===== config.mk =====
export PLATFORM = sky130hd
export DESIGN_NAME = ram2video
export DESIGN_NICKNAME = d
export VERILOG_FILES = /design/src/video_pkg.sv /design/src/line_fetch.sv /design/src/ram2video.sv /design/src/scanline_shade.sv /design/src/video_timing.sv
export VERILOG_INCLUDE_DIRS = /design/src /design/src/src
export SDC_FILE = /design/constraint.sdc
export NUM_CORES = 1
export LEC_CHECK = 0
export BUFFER_PORTS_ARGS = -buffer_cell sky130_fd_sc_hd__buf_4
export CORE_ASPECT_RATIO = 1.5
export CORE_MARGIN = 2
export CORE_UTILIZATION = 45
export CTS_BUF_LIST = sky130_fd_sc_hd__clkbuf_4 sky130_fd_sc_hd__clkbuf_8
export DETAILED_ROUTE_END_ITERATION = 10
export PLACE_DENSITY = 0.69
export SETUP_SLACK_MARGIN = 0.05
export SLEW_MARGIN = 20
export SYNTH_ARGS = -nofsm -noshare
export SYNTH_HDL_FRONTEND = slang
export SYNTH_SLANG_ARGS = --single-unit

===== constraint.sdc =====
create_clock -name clock -period 8.9 [get_ports clock]
set_clock_uncertainty 0.1 [all_clocks]
set_input_delay 0.445 -clock clock [delete_from_list [all_inputs] [get_ports clock]]
set_output_delay 0.445 -clock clock [all_outputs]
set_load 0.005 [all_outputs]

===== src/video_params.svh =====
/*
 * Raster, sync and frame buffer geometry of the 640 x 480 output stage.
 * Include this wherever the timing or buffer constants are needed.
 */
`ifndef VIDEO_PARAMS_SVH
`define VIDEO_PARAMS_SVH

////////////////////
// horizontal raster, in pixels
`define VID_H_TOTAL 800
`define VID_H_VISIBLE 640
`define VID_H_SYNC_START 656
`define VID_H_SYNC_WIDTH 96

////////////////////
// vertical raster, in lines
`define VID_V_TOTAL 525
`define VID_V_VISIBLE 480
`define VID_V_SYNC_START 490
`define VID_V_SYNC_WIDTH 2

// negative polarity on both syncs
`define VID_SYNC_ACTIVE 1'b0

////////////////////
// source buffer layout
`define VID_LINE_WORDS 160
// each source word covers this many output pixels
`define VID_PIXEL_REPEAT 4
// each source line covers this many output lines
`define VID_LINE_REPEAT 2

// vsync pulses seen before the output counts as settled
`define VID_SETTLE_VSYNCS 2

`endif


===== src/video_pkg.sv =====
/*
 * Shared vector types and the timing state encoding of the video stage.
 */
`default_nettype none

package video_pkg;

    // rgb, red in the top byte
    typedef logic [23:0] pixel_t;

    // pixel or line position on the raster
    typedef logic [11:0] coord_t;

    // word address into the pixel RAM
    typedef logic [15:0] ram_addr_t;

    // scanline brightness, 255 is nearly full
    typedef logic [7:0] intensity_t;

    typedef enum logic {
        TIMING_IDLE,
        TIMING_RUN
    } timing_state_t;

endpackage

`default_nettype wire


===== src/line_fetch.sv =====
/*
 * Turns raster positions into pixel RAM addresses with 4x pixel and 2x line repeat.
 * Also delays the raster flags by two cycles so they meet the RAM read data.
 */
`timescale 1ns/10ps
`default_nettype none

`include "video_params.svh"

module line_fetch import video_pkg::*; (
    input  logic      clock,
    input  logic      reset,
    input  coord_t    x,
    input  coord_t    y,
    input  logic      line_odd,
    input  logic      visible,
    input  logic      hsync_raw,
    input  logic      vsync_raw,
    output ram_addr_t rdaddr,
    output logic      visible_d,
    output logic      hsync_d,
    output logic      vsync_d,
    output logic      line_odd_d
);

    localparam int PIX_REP_W = $clog2(`VID_PIXEL_REPEAT);
    localparam int LINE_REP_W = $clog2(`VID_LINE_REPEAT);
    // base address of the last source line in the buffer
    localparam int LAST_BASE = (`VID_V_VISIBLE / `VID_LINE_REPEAT - 1) * `VID_LINE_WORDS;

    // counters describe the position currently on x and y
    logic [PIX_REP_W-1:0]  pix_rep;
    logic [LINE_REP_W-1:0] line_rep;
    ram_addr_t             word_cnt;
    ram_addr_t             line_base;

    logic visible_q;
    logic hsync_q;
    logic vsync_q;
    logic line_odd_q;

    ////////////////////
    // address generation
    always_ff @(posedge clock or posedge reset) begin
        if (reset) begin
            pix_rep <= '0;
            line_rep <= '0;
            word_cnt <= '0;
            line_base <= '0;
            rdaddr <= '0;
        end else begin
            rdaddr <= visible ? line_base + word_cnt : '0;

            if (x == coord_t'(`VID_H_TOTAL - 1)) begin
                // next position is x = 0
                pix_rep <= '0;
                word_cnt <= '0;
                if (y == coord_t'(`VID_V_TOTAL - 1)) begin
                    line_rep <= '0;
                    line_base <= '0;
                end else if (y < coord_t'(`VID_V_VISIBLE)) begin
                    if (line_rep == LINE_REP_W'(`VID_LINE_REPEAT - 1)) begin
                        line_rep <= '0;
                        if (line_base < ram_addr_t'(LAST_BASE)) begin
                            line_base <= line_base + ram_addr_t'(`VID_LINE_WORDS);
                        end
                    end else begin
                        line_rep <= line_rep + 1'b1;
                    end
                end
            end else if (visible) begin
                if (pix_rep == PIX_REP_W'(`VID_PIXEL_REPEAT - 1)) begin
                    pix_rep <= '0;
                    if (word_cnt < ram_addr_t'(`VID_LINE_WORDS - 1)) begin
                        word_cnt <= word_cnt + 1'b1;
                    end
                end else begin
                    pix_rep <= pix_rep + 1'b1;
                end
            end
        end
    end

    ////////////////////
    // flags wait for address register plus RAM latency
    always_ff @(posedge clock or posedge reset) begin
        if (reset) begin
            visible_q <= 1'b0;
            hsync_q <= ~`VID_SYNC_ACTIVE;
            vsync_q <= ~`VID_SYNC_ACTIVE;
            line_odd_q <= 1'b0;
            visible_d <= 1'b0;
            hsync_d <= ~`VID_SYNC_ACTIVE;
            vsync_d <= ~`VID_SYNC_ACTIVE;
            line_odd_d <= 1'b0;
        end else begin
            visible_q <= visible;
            hsync_q <= hsync_raw;
            vsync_q <= vsync_raw;
            line_odd_q <= line_odd;
            visible_d <= visible_q;
            hsync_d <= hsync_q;
            vsync_d <= vsync_q;
            line_odd_d <= line_odd_q;
        end
    end

endmodule

`default_nettype wire


===== src/ram2video.sv =====
/*
 * Top of the line-doubled video output stage. Connect rdaddr and rddata
 * to a synchronous pixel RAM with one cycle of read latency.
 */
`timescale 1ns/10ps
`default_nettype none

`include "video_params.svh"

module ram2video import video_pkg::*; (
    input  logic       clock,
    input  logic       reset,
    input  logic       start,
    input  logic       scanline_enable,
    input  logic       scanline_odd,
    input  intensity_t scanline_intensity,
    input  pixel_t     rddata,
    output ram_addr_t  rdaddr,
    output pixel_t     video_out,
    output logic       hsync,
    output logic       vsync,
    output logic       draw_area,
    output logic       settled
);

    // raster position and its decode
    coord_t x;
    coord_t y;
    logic   line_odd;
    logic   visible;
    logic   hsync_raw;
    logic   vsync_raw;

    // flags aligned with rddata
    logic visible_d;
    logic hsync_d;
    logic vsync_d;
    logic line_odd_d;

    video_timing u_timing (
        .clock     (clock),
        .reset     (reset),
        .start     (start),
        .x         (x),
        .y         (y),
        .line_odd  (line_odd),
        .visible   (visible),
        .hsync_raw (hsync_raw),
        .vsync_raw (vsync_raw),
        .settled   (settled)
    );

    line_fetch u_fetch (
        .clock      (clock),
        .reset      (reset),
        .x          (x),
        .y          (y),
        .line_odd   (line_odd),
        .visible    (visible),
        .hsync_raw  (hsync_raw),
        .vsync_raw  (vsync_raw),
        .rdaddr     (rdaddr),
        .visible_d  (visible_d),
        .hsync_d    (hsync_d),
        .vsync_d    (vsync_d),
        .line_odd_d (line_odd_d)
    );

    scanline_shade u_shade (
        .clock              (clock),
        .reset              (reset),
        .rddata             (rddata),
        .visible_d          (visible_d),
        .hsync_d            (hsync_d),
        .vsync_d            (vsync_d),
        .line_odd_d         (line_odd_d),
        .scanline_enable    (scanline_enable),
        .scanline_odd       (scanline_odd),
        .scanline_intensity (scanline_intensity),
        .video_out          (video_out),
        .hsync              (hsync),
        .vsync              (vsync),
        .draw_area          (draw_area)
    );

endmodule

`default_nettype wire


===== src/scanline_shade.sv =====
/*
 * Output stage: darkens the chosen scanlines, blanks outside the visible
 * area and registers pixel data together with the sync and draw flags.
 */
`timescale 1ns/10ps
`default_nettype none

`include "video_params.svh"

module scanline_shade import video_pkg::*; (
    input  logic       clock,
    input  logic       reset,
    input  pixel_t     rddata,
    input  logic       visible_d,
    input  logic       hsync_d,
    input  logic       vsync_d,
    input  logic       line_odd_d,
    input  logic       scanline_enable,
    input  logic       scanline_odd,
    input  intensity_t scanline_intensity,
    output pixel_t     video_out,
    output logic       hsync,
    output logic       vsync,
    output logic       draw_area
);

    logic   darken;
    pixel_t shaded;

    // scale one 8 bit channel, keep the upper byte of the product
    function automatic logic [7:0] shade_channel(input logic [7:0] c, input intensity_t k);
        logic [15:0] prod;
        prod = c * k;
        return prod[15:8];
    endfunction

    assign darken = scanline_enable && (line_odd_d == scanline_odd);

    assign shaded = {shade_channel(rddata[23:16], scanline_intensity),
                     shade_channel(rddata[15:8], scanline_intensity),
                     shade_channel(rddata[7:0], scanline_intensity)};

    ////////////////////
    // output registers
    always_ff @(posedge clock or posedge reset) begin
        if (reset) begin
            video_out <= '0;
            hsync <= ~`VID_SYNC_ACTIVE;
            vsync <= ~`VID_SYNC_ACTIVE;
            draw_area <= 1'b0;
        end else begin
            if (!visible_d) begin
                video_out <= '0;
            end else if (darken) begin
                video_out <= shaded;
            end else begin
                video_out <= rddata;
            end
            hsync <= hsync_d;
            vsync <= vsync_d;
            draw_area <= visible_d;
        end
    end

endmodule

`default_nettype wire


===== src/video_timing.sv =====
/*
 * Raster generator: waits for start, then scans 800 x 525 forever.
 * Decodes sync and visible flags from the counters and flags a settled output.
 */
`timescale 1ns/10ps
`default_nettype none

`include "video_params.svh"

module video_timing import video_pkg::*; (
    input  logic   clock,
    input  logic   reset,
    input  logic   start,
    output coord_t x,
    output coord_t y,
    output logic   line_odd,
    output logic   visible,
    output logic   hsync_raw,
    output logic   vsync_raw,
    output logic   settled
);

    localparam int VS_CNT_W = $clog2(`VID_SETTLE_VSYNCS + 1);

    timing_state_t state;

    logic                running;
    logic                hsync_window;
    logic                vsync_active;
    logic                vsync_prev;
    logic                vsync_start;
    logic [VS_CNT_W-1:0] vsync_count;
    logic                settle_now;
    // lines settled up with the 3 cycle output path
    logic [2:0]          settle_pipe;

    ////////////////////
    // start trigger and counters
    always_ff @(posedge clock or posedge reset) begin
        if (reset) begin
            state <= TIMING_IDLE;
            x <= '0;
            y <= '0;
        end else begin
            case (state)
                TIMING_IDLE: begin
                    if (start) begin
                        state <= TIMING_RUN;
                        x <= '0;
                        y <= '0;
                    end
                end
                TIMING_RUN: begin
                    if (x == coord_t'(`VID_H_TOTAL - 1)) begin
                        x <= '0;
                        if (y == coord_t'(`VID_V_TOTAL - 1)) begin
                            y <= '0;
                        end else begin
                            y <= y + 1'b1;
                        end
                    end else begin
                        x <= x + 1'b1;
                    end
                end
                default: state <= TIMING_IDLE;
            endcase
        end
    end

    ////////////////////
    // decode of the current position
    assign running = (state == TIMING_RUN);

    assign hsync_window = (x >= coord_t'(`VID_H_SYNC_START))
        && (x < coord_t'(`VID_H_SYNC_START + `VID_H_SYNC_WIDTH));

    assign vsync_active = running && (y >= coord_t'(`VID_V_SYNC_START))
        && (y < coord_t'(`VID_V_SYNC_START + `VID_V_SYNC_WIDTH));

    assign visible = running && (x < coord_t'(`VID_H_VISIBLE))
        && (y < coord_t'(`VID_V_VISIBLE));

    assign hsync_raw = (running && hsync_window) ? `VID_SYNC_ACTIVE : ~`VID_SYNC_ACTIVE;
    assign vsync_raw = vsync_active ? `VID_SYNC_ACTIVE : ~`VID_SYNC_ACTIVE;
    assign line_odd = y[0];

    ////////////////////
    // settled flag from counted vsync pulses
    assign vsync_start = vsync_active && !vsync_prev;

    // true already in the first cycle of the deciding pulse
    assign settle_now = (vsync_count == VS_CNT_W'(`VID_SETTLE_VSYNCS))
        || (vsync_start && vsync_count == VS_CNT_W'(`VID_SETTLE_VSYNCS - 1));

    always_ff @(posedge clock or posedge reset) begin
        if (reset) begin
            vsync_prev <= 1'b0;
            vsync_count <= '0;
            settle_pipe <= '0;
        end else begin
            vsync_prev <= vsync_active;
            if (vsync_start && vsync_count != VS_CNT_W'(`VID_SETTLE_VSYNCS)) begin
                vsync_count <= vsync_count + 1'b1;
            end
            settle_pipe <= {settle_pipe[1:0], settle_now};
        end
    end

    assign settled = settle_pipe[2];

endmodule

`default_nettype wire

==> results of run 1 <==
Yosys cell counts (23+ instances only):
library cell | n | area (sq um)
nor2_1 | 46 | 172.7
inv_1 | 143 | 536.8
a21oi_1 | 28 | 140.1
o21ai_0 | 59 | 295.3
and2_1 | 169 | 1057
fa_1 | 105 | 2102
xor2_1 | 23 | 201.4
ha_1 | 118 | 1476
xnor2_1 | 23 | 201.4
clkbuf_1 | 31 | 116.4
nand3_1 | 24 | 120.1
dfrtp_1 | 106 | 2653
nand2_1 | 104 | 390.4
flip-flops by register name (all words and copies together) (netlist names), 2 cells and up:
name	count
u_fetch.rdaddr	16
u_fetch.line_base	11
u_timing.vsync_count	2
u_timing.x	12
u_fetch.pix_rep	2
u_timing.settle_pipe	3
u_timing.y	12
u_fetch.word_cnt	16
u_shade.video_out	24
area by class of cell:
class | count | area [sq um]
tap | 319 | 399.1
inverter | 143 | 539.3
fill | 2227 | 11750
timing repair buffer | 84 | 630.6
clock inverter | 6 | 60.06
sequential | 112 | 2810
multi-input combinational | 850 | 7252
clock buffer | 10 | 131.4
worst max path at each step:
stage | endpoint | cells past startpoint | slack, ns | startpoint
final | u_shade.video_out[15] | 16 | 4.32 | scanline_intensity[4]
after global routing | u_shade.video_out[22] | 15 | 4.05 | scanline_intensity[7]
after CTS | u_shade.video_out[15] | 16 | 4.35 | scanline_intensity[7]
after detailed placement | u_shade.video_out[15] | 16 | 3.91 | scanline_intensity[7]
after global placement | u_shade.video_out[15] | 16 | 3.98 | scanline_intensity[7]
after floorplan | u_shade.video_out[15] | 16 | 4.19 | scanline_intensity[7]
report_power, final:
| part | leakage (nW) | internal, W | switching, W |
|---|---|---|---|
| Sequential | 1.46 | 0.000579 | 0.0000599 |
| Clock | 0.0984 | 0.000112 | 0.000194 |
| Combinational | 4.38 | 0.000463 | 0.000544 |
critical path, cell delays in order:
cell and delay, ns:
buf_4 0.20, and2_1 0.18, fa_1 0.48, fa_1 0.56, inv_1 0.06, fa_1 0.47, fa_1 0.55, inv_1 0.04
ha_1 0.27, o21a_1 0.10, o21ai_0 0.28, o31ai_1 0.19, o311a_1 0.37, a31oi_1 0.27, mux2i_1 0.21, nand3_1 0.08
metrics by stage:
step / total power, W / setup WS (ns) / utilization / cells
finish: 0.001953 / 4.323 / 0.5016 / 1524
global route: 0.002172 / 4.052 / 0.5016 / 1524
CTS: 0.001984 / 4.354 / 0.5015 / 1524
detailed placement: 0.001662 / 3.913 / 0.4934 / 1508
global placement: 0.001638 / 3.981 / 0.4934 / 1508
floorplan: 0.001384 / 4.190 / - / 1136
layout by cell type (no fill, tap or decap), types with 5 or more instances in the layout:
cell and count:
inv_1 142, fa_1 105, a31oi_1 7, a21oi_1 28, ha_1 118, nor2_1 45
o31ai_1 12, clkbuf_8 9, or3_1 6, dfstp_2 6, nor2b_1 5, nand4_1 14
nand3_1 24, buf_4 84, xnor2_1 23, nor3_1 16, nor4_1 9, o21ai_0 59
and2_1 169, nand2_1 104, and3_1 12, xor2_1 23, a21o_1 11, dfrtp_1 106
o21a_1 8
logic make-up after synthesis:
kind of cell / Yosys count
buffers and inverters: 174
adder cells (fa/ha/maj): 223
AO/OA/AOI/OAI: 152
AND/OR/NAND/NOR: 426
flip-flops: 112
multiplexers: 3
XOR/XNOR: 46
metal layers:
| layer | track usage | routed length, um |
|---|---|---|
| met1 | 0.2336 | 9594 |
| met3 | 0.02290 | 636 |
| met5 | 0 | 0 |
| met4 | 0.06948 | 582 |
| met2 | 0.3780 | 12710 |
==> flow_metrics.env, run 1 <==
export IMPL_critPathArrivalTime_ns=4.76
export IMPL_hpwl_mm=18.02
export IMPL_port_buffers=80
export IMPL_detail_route_wl_per_cell_um=15.43
export IMPL_hold_buffers=0
export IMPL_h_tree_depth=3
export IMPL_period_needed_ns=4.577
export IMPL_synth_fa_ha_area_frac=0.3340
export IMPL_postCtsSetupRepairBufs=0
export IMPL_syn_area_per_cell_sq_um=9.430
export IMPL_crit_fanout=24
export IMPL_drv_slew=0
export IMPL_via_count=8044
export IMPL_postRouteAntennaNets=0
export IMPL_synth_top_family_by_area="adder cells"
export IMPL_synthArstFlopShare=1.000
export IMPL_antenna_found_initial=0
export IMPL_synth_xor_xnor_area_share=0.03761
export IMPL_drc=0
export IMPL_cts_resized=0
export IMPL_synth_enable_flop_cells=0
export IMPL_initialDrtViolationCount=415
export IMPL_clk_latency_ns=0.40
export IMPL_syn_area_sq_um=10710
export IMPL_clock_fmax_mhz=218.5
export IMPL_power_density_nw_per_um2=165.2
export IMPL_period_share=0.5143
export IMPL_status="completed"
export IMPL_finalSetupTns_ns=0
export IMPL_clock_root_buffer="clkbuf_8"
export IMPL_chipWidth_um=130.0
export IMPL_cts_num_sinks=112
export IMPL_core_area_sq_um=23570
export IMPL_antennaDiodeCount=0
export IMPL_initial_core_util=0.4545
export IMPL_synth_simple_area_share=0.2148
export IMPL_r2r_start="u_timing.x[0]"
export IMPL_ys_flop_type="dfrtp_1"
export IMPL_muxShareOfSynthArea=0.002920
export IMPL_dpl_cell_area_sq_um=11630
export IMPL_cp_start_kind="primary input"
export IMPL_finalHoldViolations=0
export IMPL_cts_max_path_buffers=2
export IMPL_die_h_um=193.0
export IMPL_gp_congestion=0.8721
export IMPL_grt_usage=0.2009
export IMPL_final_area_sq_um=11820
export IMPL_cts_clk_slew_worst_paths_ns=0.11
export IMPL_cap_viol_max_count=0
export IMPL_cts_tree="done"
export IMPL_regToRegSetupSlack_ns=5.84
export IMPL_area_growth_pct=10.36
export IMPL_yosys_register_bits=112
export IMPL_grt_ovfl_total=0
export IMPL_setup_violations=0
export IMPL_wl_mm=23.52
export IMPL_p_leak_nw=5.938
export IMPL_io_pins=81
export IMPL_r2r_end="u_timing.y[9]"
export IMPL_numCtsBuffers=9
export IMPL_crit_type="in -> reg"
export IMPL_drive_gt1_frac=0.09544
export IMPL_finalNetCount=1460
export IMPL_drt_vias_per_instance=5.278
export IMPL_ys_types=54
export IMPL_ir_drop_uv=112.0
export IMPL_rows=69
export IMPL_grt_max_degree=67
export IMPL_dr_pass1_iters=4
export IMPL_ys_seq_area_frac=0.2623
export IMPL_dieArea_sq_um=25080
export IMPL_worst_slew_pin_slew_ns=0.8406
export IMPL_rsz0062_at_grt="false"
export IMPL_grt_first_pass_wirelength_mm=40.00
export IMPL_critPathCaptureType="flop"
export IMPL_max_slew_margin=0.4344
export IMPL_required_ns=9.08
export IMPL_synth_nets=1396
export IMPL_first_global_vias=8354
export IMPL_hold_path_class="in -> async"
export IMPL_holdWs_ns=0.01110
export IMPL_synth_compound_gate_area_share=0.08736
export IMPL_ys_warn_count=0
export IMPL_synth_cells=1136
export IMPL_r2r_cells=8
Note: power is estimated with default switching activity, not from simulation.
==> run 2, diff against run 1 <==
- clock period: 8.9 -> 4.25 ns (I/O delays scaled with it)
==> flow_metrics.env, run 2 (synthesis gave the netlist of run 1 again) <==
export IMPL_rsz0062_at_grt="false"
export IMPL_via_count=8414
export IMPL_wl_mm=25.17
export IMPL_cp_start_kind="primary input"
export IMPL_period_needed_ns=4.074
export IMPL_n_fill_cell=2191
export IMPL_port_buffers=80
export IMPL_postRouteAntennaNets=0
export IMPL_status="completed"
export IMPL_dpl_cell_area_sq_um=12300
export IMPL_required_ns=4.42
export IMPL_critPathArrivalTime_ns=4.25
export IMPL_post_route_util=0.5346
export IMPL_clock_root_buffer="clkbuf_8"
export IMPL_max_slew_margin=0.2878
export IMPL_busiest_layer="met2"
export IMPL_multi_input_area_sq_um=7401
export IMPL_finalHoldViolations=0
export IMPL_cp_num_buf_inv=3
export IMPL_slowest_stage="fa_1"
export IMPL_worst_slew_pin_slew_ns=1.064
export IMPL_grt_ovfl_total=0
export IMPL_critPathCaptureType="flop"
export IMPL_numCtsBuffers=9
export IMPL_dieArea_sq_um=25080
export IMPL_crit_path_frequent_cell="fa_1"
export IMPL_gp_congestion=0.8785
export IMPL_first_global_vias=8903
export IMPL_cts_max_path_buffers=2
export IMPL_worstSetupStartpoint="scanline_intensity[4]"
export IMPL_largest_reg_flops=24
export IMPL_drt_vias_per_instance=5.249
export IMPL_hpwl_mm=19.70
export IMPL_reg_top3="u_shade.video_out x24, u_fetch.rdaddr x16, u_fetch.word_cnt x16"
export IMPL_antenna_found_initial=0
export IMPL_dr_pass1_iters=4
export IMPL_use_met1=0.2443
export IMPL_area_growth_pct=17.61
export IMPL_chipWidth_um=130.0
export IMPL_initial_core_util=0.4545
export IMPL_grt_usage=0.2149
export IMPL_hold_path_class="in -> reg"
export IMPL_cap_viol_max_count=0
export IMPL_grt_first_pass_wirelength_mm=42.55
export IMPL_cts_tree="done"
export IMPL_cp_top_family="adder cells"
export IMPL_clk_latency_ns=0.42
export IMPL_cts_num_sinks=112
export IMPL_max_stage_delay_ns=0.54
export IMPL_min_delay_start="rddata[0]"
export IMPL_power_density_nw_per_um2=363.8
export IMPL_die_h_um=193.0
export IMPL_finalSetupTns_ns=0
export IMPL_drive_gt1_frac=0.1713
export IMPL_path_cells="buf_4 > and2_1 > fa_1 > fa_1 > fa_1 > inv_1 > fa_1 > inv_1 > ha_4 > a21o_1 > a2111o_1 > a21oi_2 > nor3_4 > a21oi_1 > xor2_1 > o21ai_0"
export IMPL_r2r_start="u_timing.x[0]"
export IMPL_final_common_cell="and2_1"
export IMPL_period_share=0.9587
export IMPL_drc=0
export IMPL_h_tree_depth=3
export IMPL_layout_common_cells="161 x and2_1, 158 x buf_4, 141 x inv_1"
export IMPL_rows=69
export IMPL_io_pins=81
export IMPL_seq_area_sq_um=2810
export IMPL_use_met2=0.3999
export IMPL_crit_fanout=22
export IMPL_detail_route_wl_per_cell_um=15.70
export IMPL_p_leak_nw=6.355
export IMPL_grtUsageMet3=0.02621
export IMPL_ir_drop_uv=257.6
export IMPL_largest_register="u_shade.video_out"
export IMPL_grt_max_degree=44
export IMPL_clock_fmax_mhz=245.4
export IMPL_final_area_sq_um=12600
export IMPL_holdWs_ns=0.06960
export IMPL_initialDrtViolationCount=326
export IMPL_finalNetCount=1539
export IMPL_drv_slew=0
export IMPL_regToRegSetupSlack_ns=1.17
export IMPL_core_area_sq_um=23570
export IMPL_setup_violations=0
export IMPL_antennaDiodeCount=0
export IMPL_cts_clk_slew_worst_paths_ns=0.13
export IMPL_crit_type="in -> reg"
[run 2: worst paths after layout]
kind / endpoint / depth (start not counted)
worst max-delay path: u_shade.video_out[6] / 16
worst min-delay path: u_shade.video_out[0] / 3
worst max register to register: u_timing.y[9] / 7
worst min register to register: u_fetch.visible_d / 0
max in group asynchronous: u_fetch.vsync_q / 4
min in group asynchronous: u_timing.x[5] / 3
[run 2: worst register-to-register path, stage by stage, from the launching register on]
cell and delay (ns):
dfrtp_1 0.46, ha_1 0.23, nand4_1 0.22, nor4_4 0.77
nor2_4 0.15, or4_1 0.52, or3_1 0.37, a21oi_1 0.17
[run 2: what timing repair did]
action	in CTS	in global routing
endpoints found under the hold margin	38	0
hold buffers	3	0
buffers inserted	0	1
resized for setup	0	14
endpoints found under the setup margin	0	14
[run 2: layout make-up]
| cell class | instances | share of cell area |
|---|---|---|
| multi-input combinational | 850 | 0.5874 |
| clock buffer | 9 | 0.009831 |
| timing repair buffer | 163 | 0.09831 |
| inverter | 143 | 0.04280 |
| tap | 319 | 0.03168 |
| clock inverter | 7 | 0.006951 |
| sequential | 112 | 0.2230 |
[run 2: layer usage]
| layer | share of wire | routed length, um |
|---|---|---|
| met1 | 0.40 | 10140 |
| met2 | 0.53 | 13440 |
| met3 | 0.028 | 710 |
| met4 | 0.035 | 881 |
| met5 | 0 | 0 |
[run 2: metrics by stage]
stage	worst slack [ns]	cells	power, W
6_report	0.1757	1603	0.004584
5_1_grt	0.04326	1603	0.005062
4_1_cts	0.1692	1602	0.004596
3_5_place_dp	-0.2639	1583	0.003854
3_3_place_gp	-0.2063	1583	0.003786
2_1_floorplan	0.01902	1136	0.003024
[run 2: where the power goes]
part	internal [W]	total, W	switching, W
combinational	0.00125	0.00253	0.00127
sequential	0.00121	0.00135	0.000138
clock	0.000287	0.000707	0.000421
total	0.00275	0.00458	0.00183
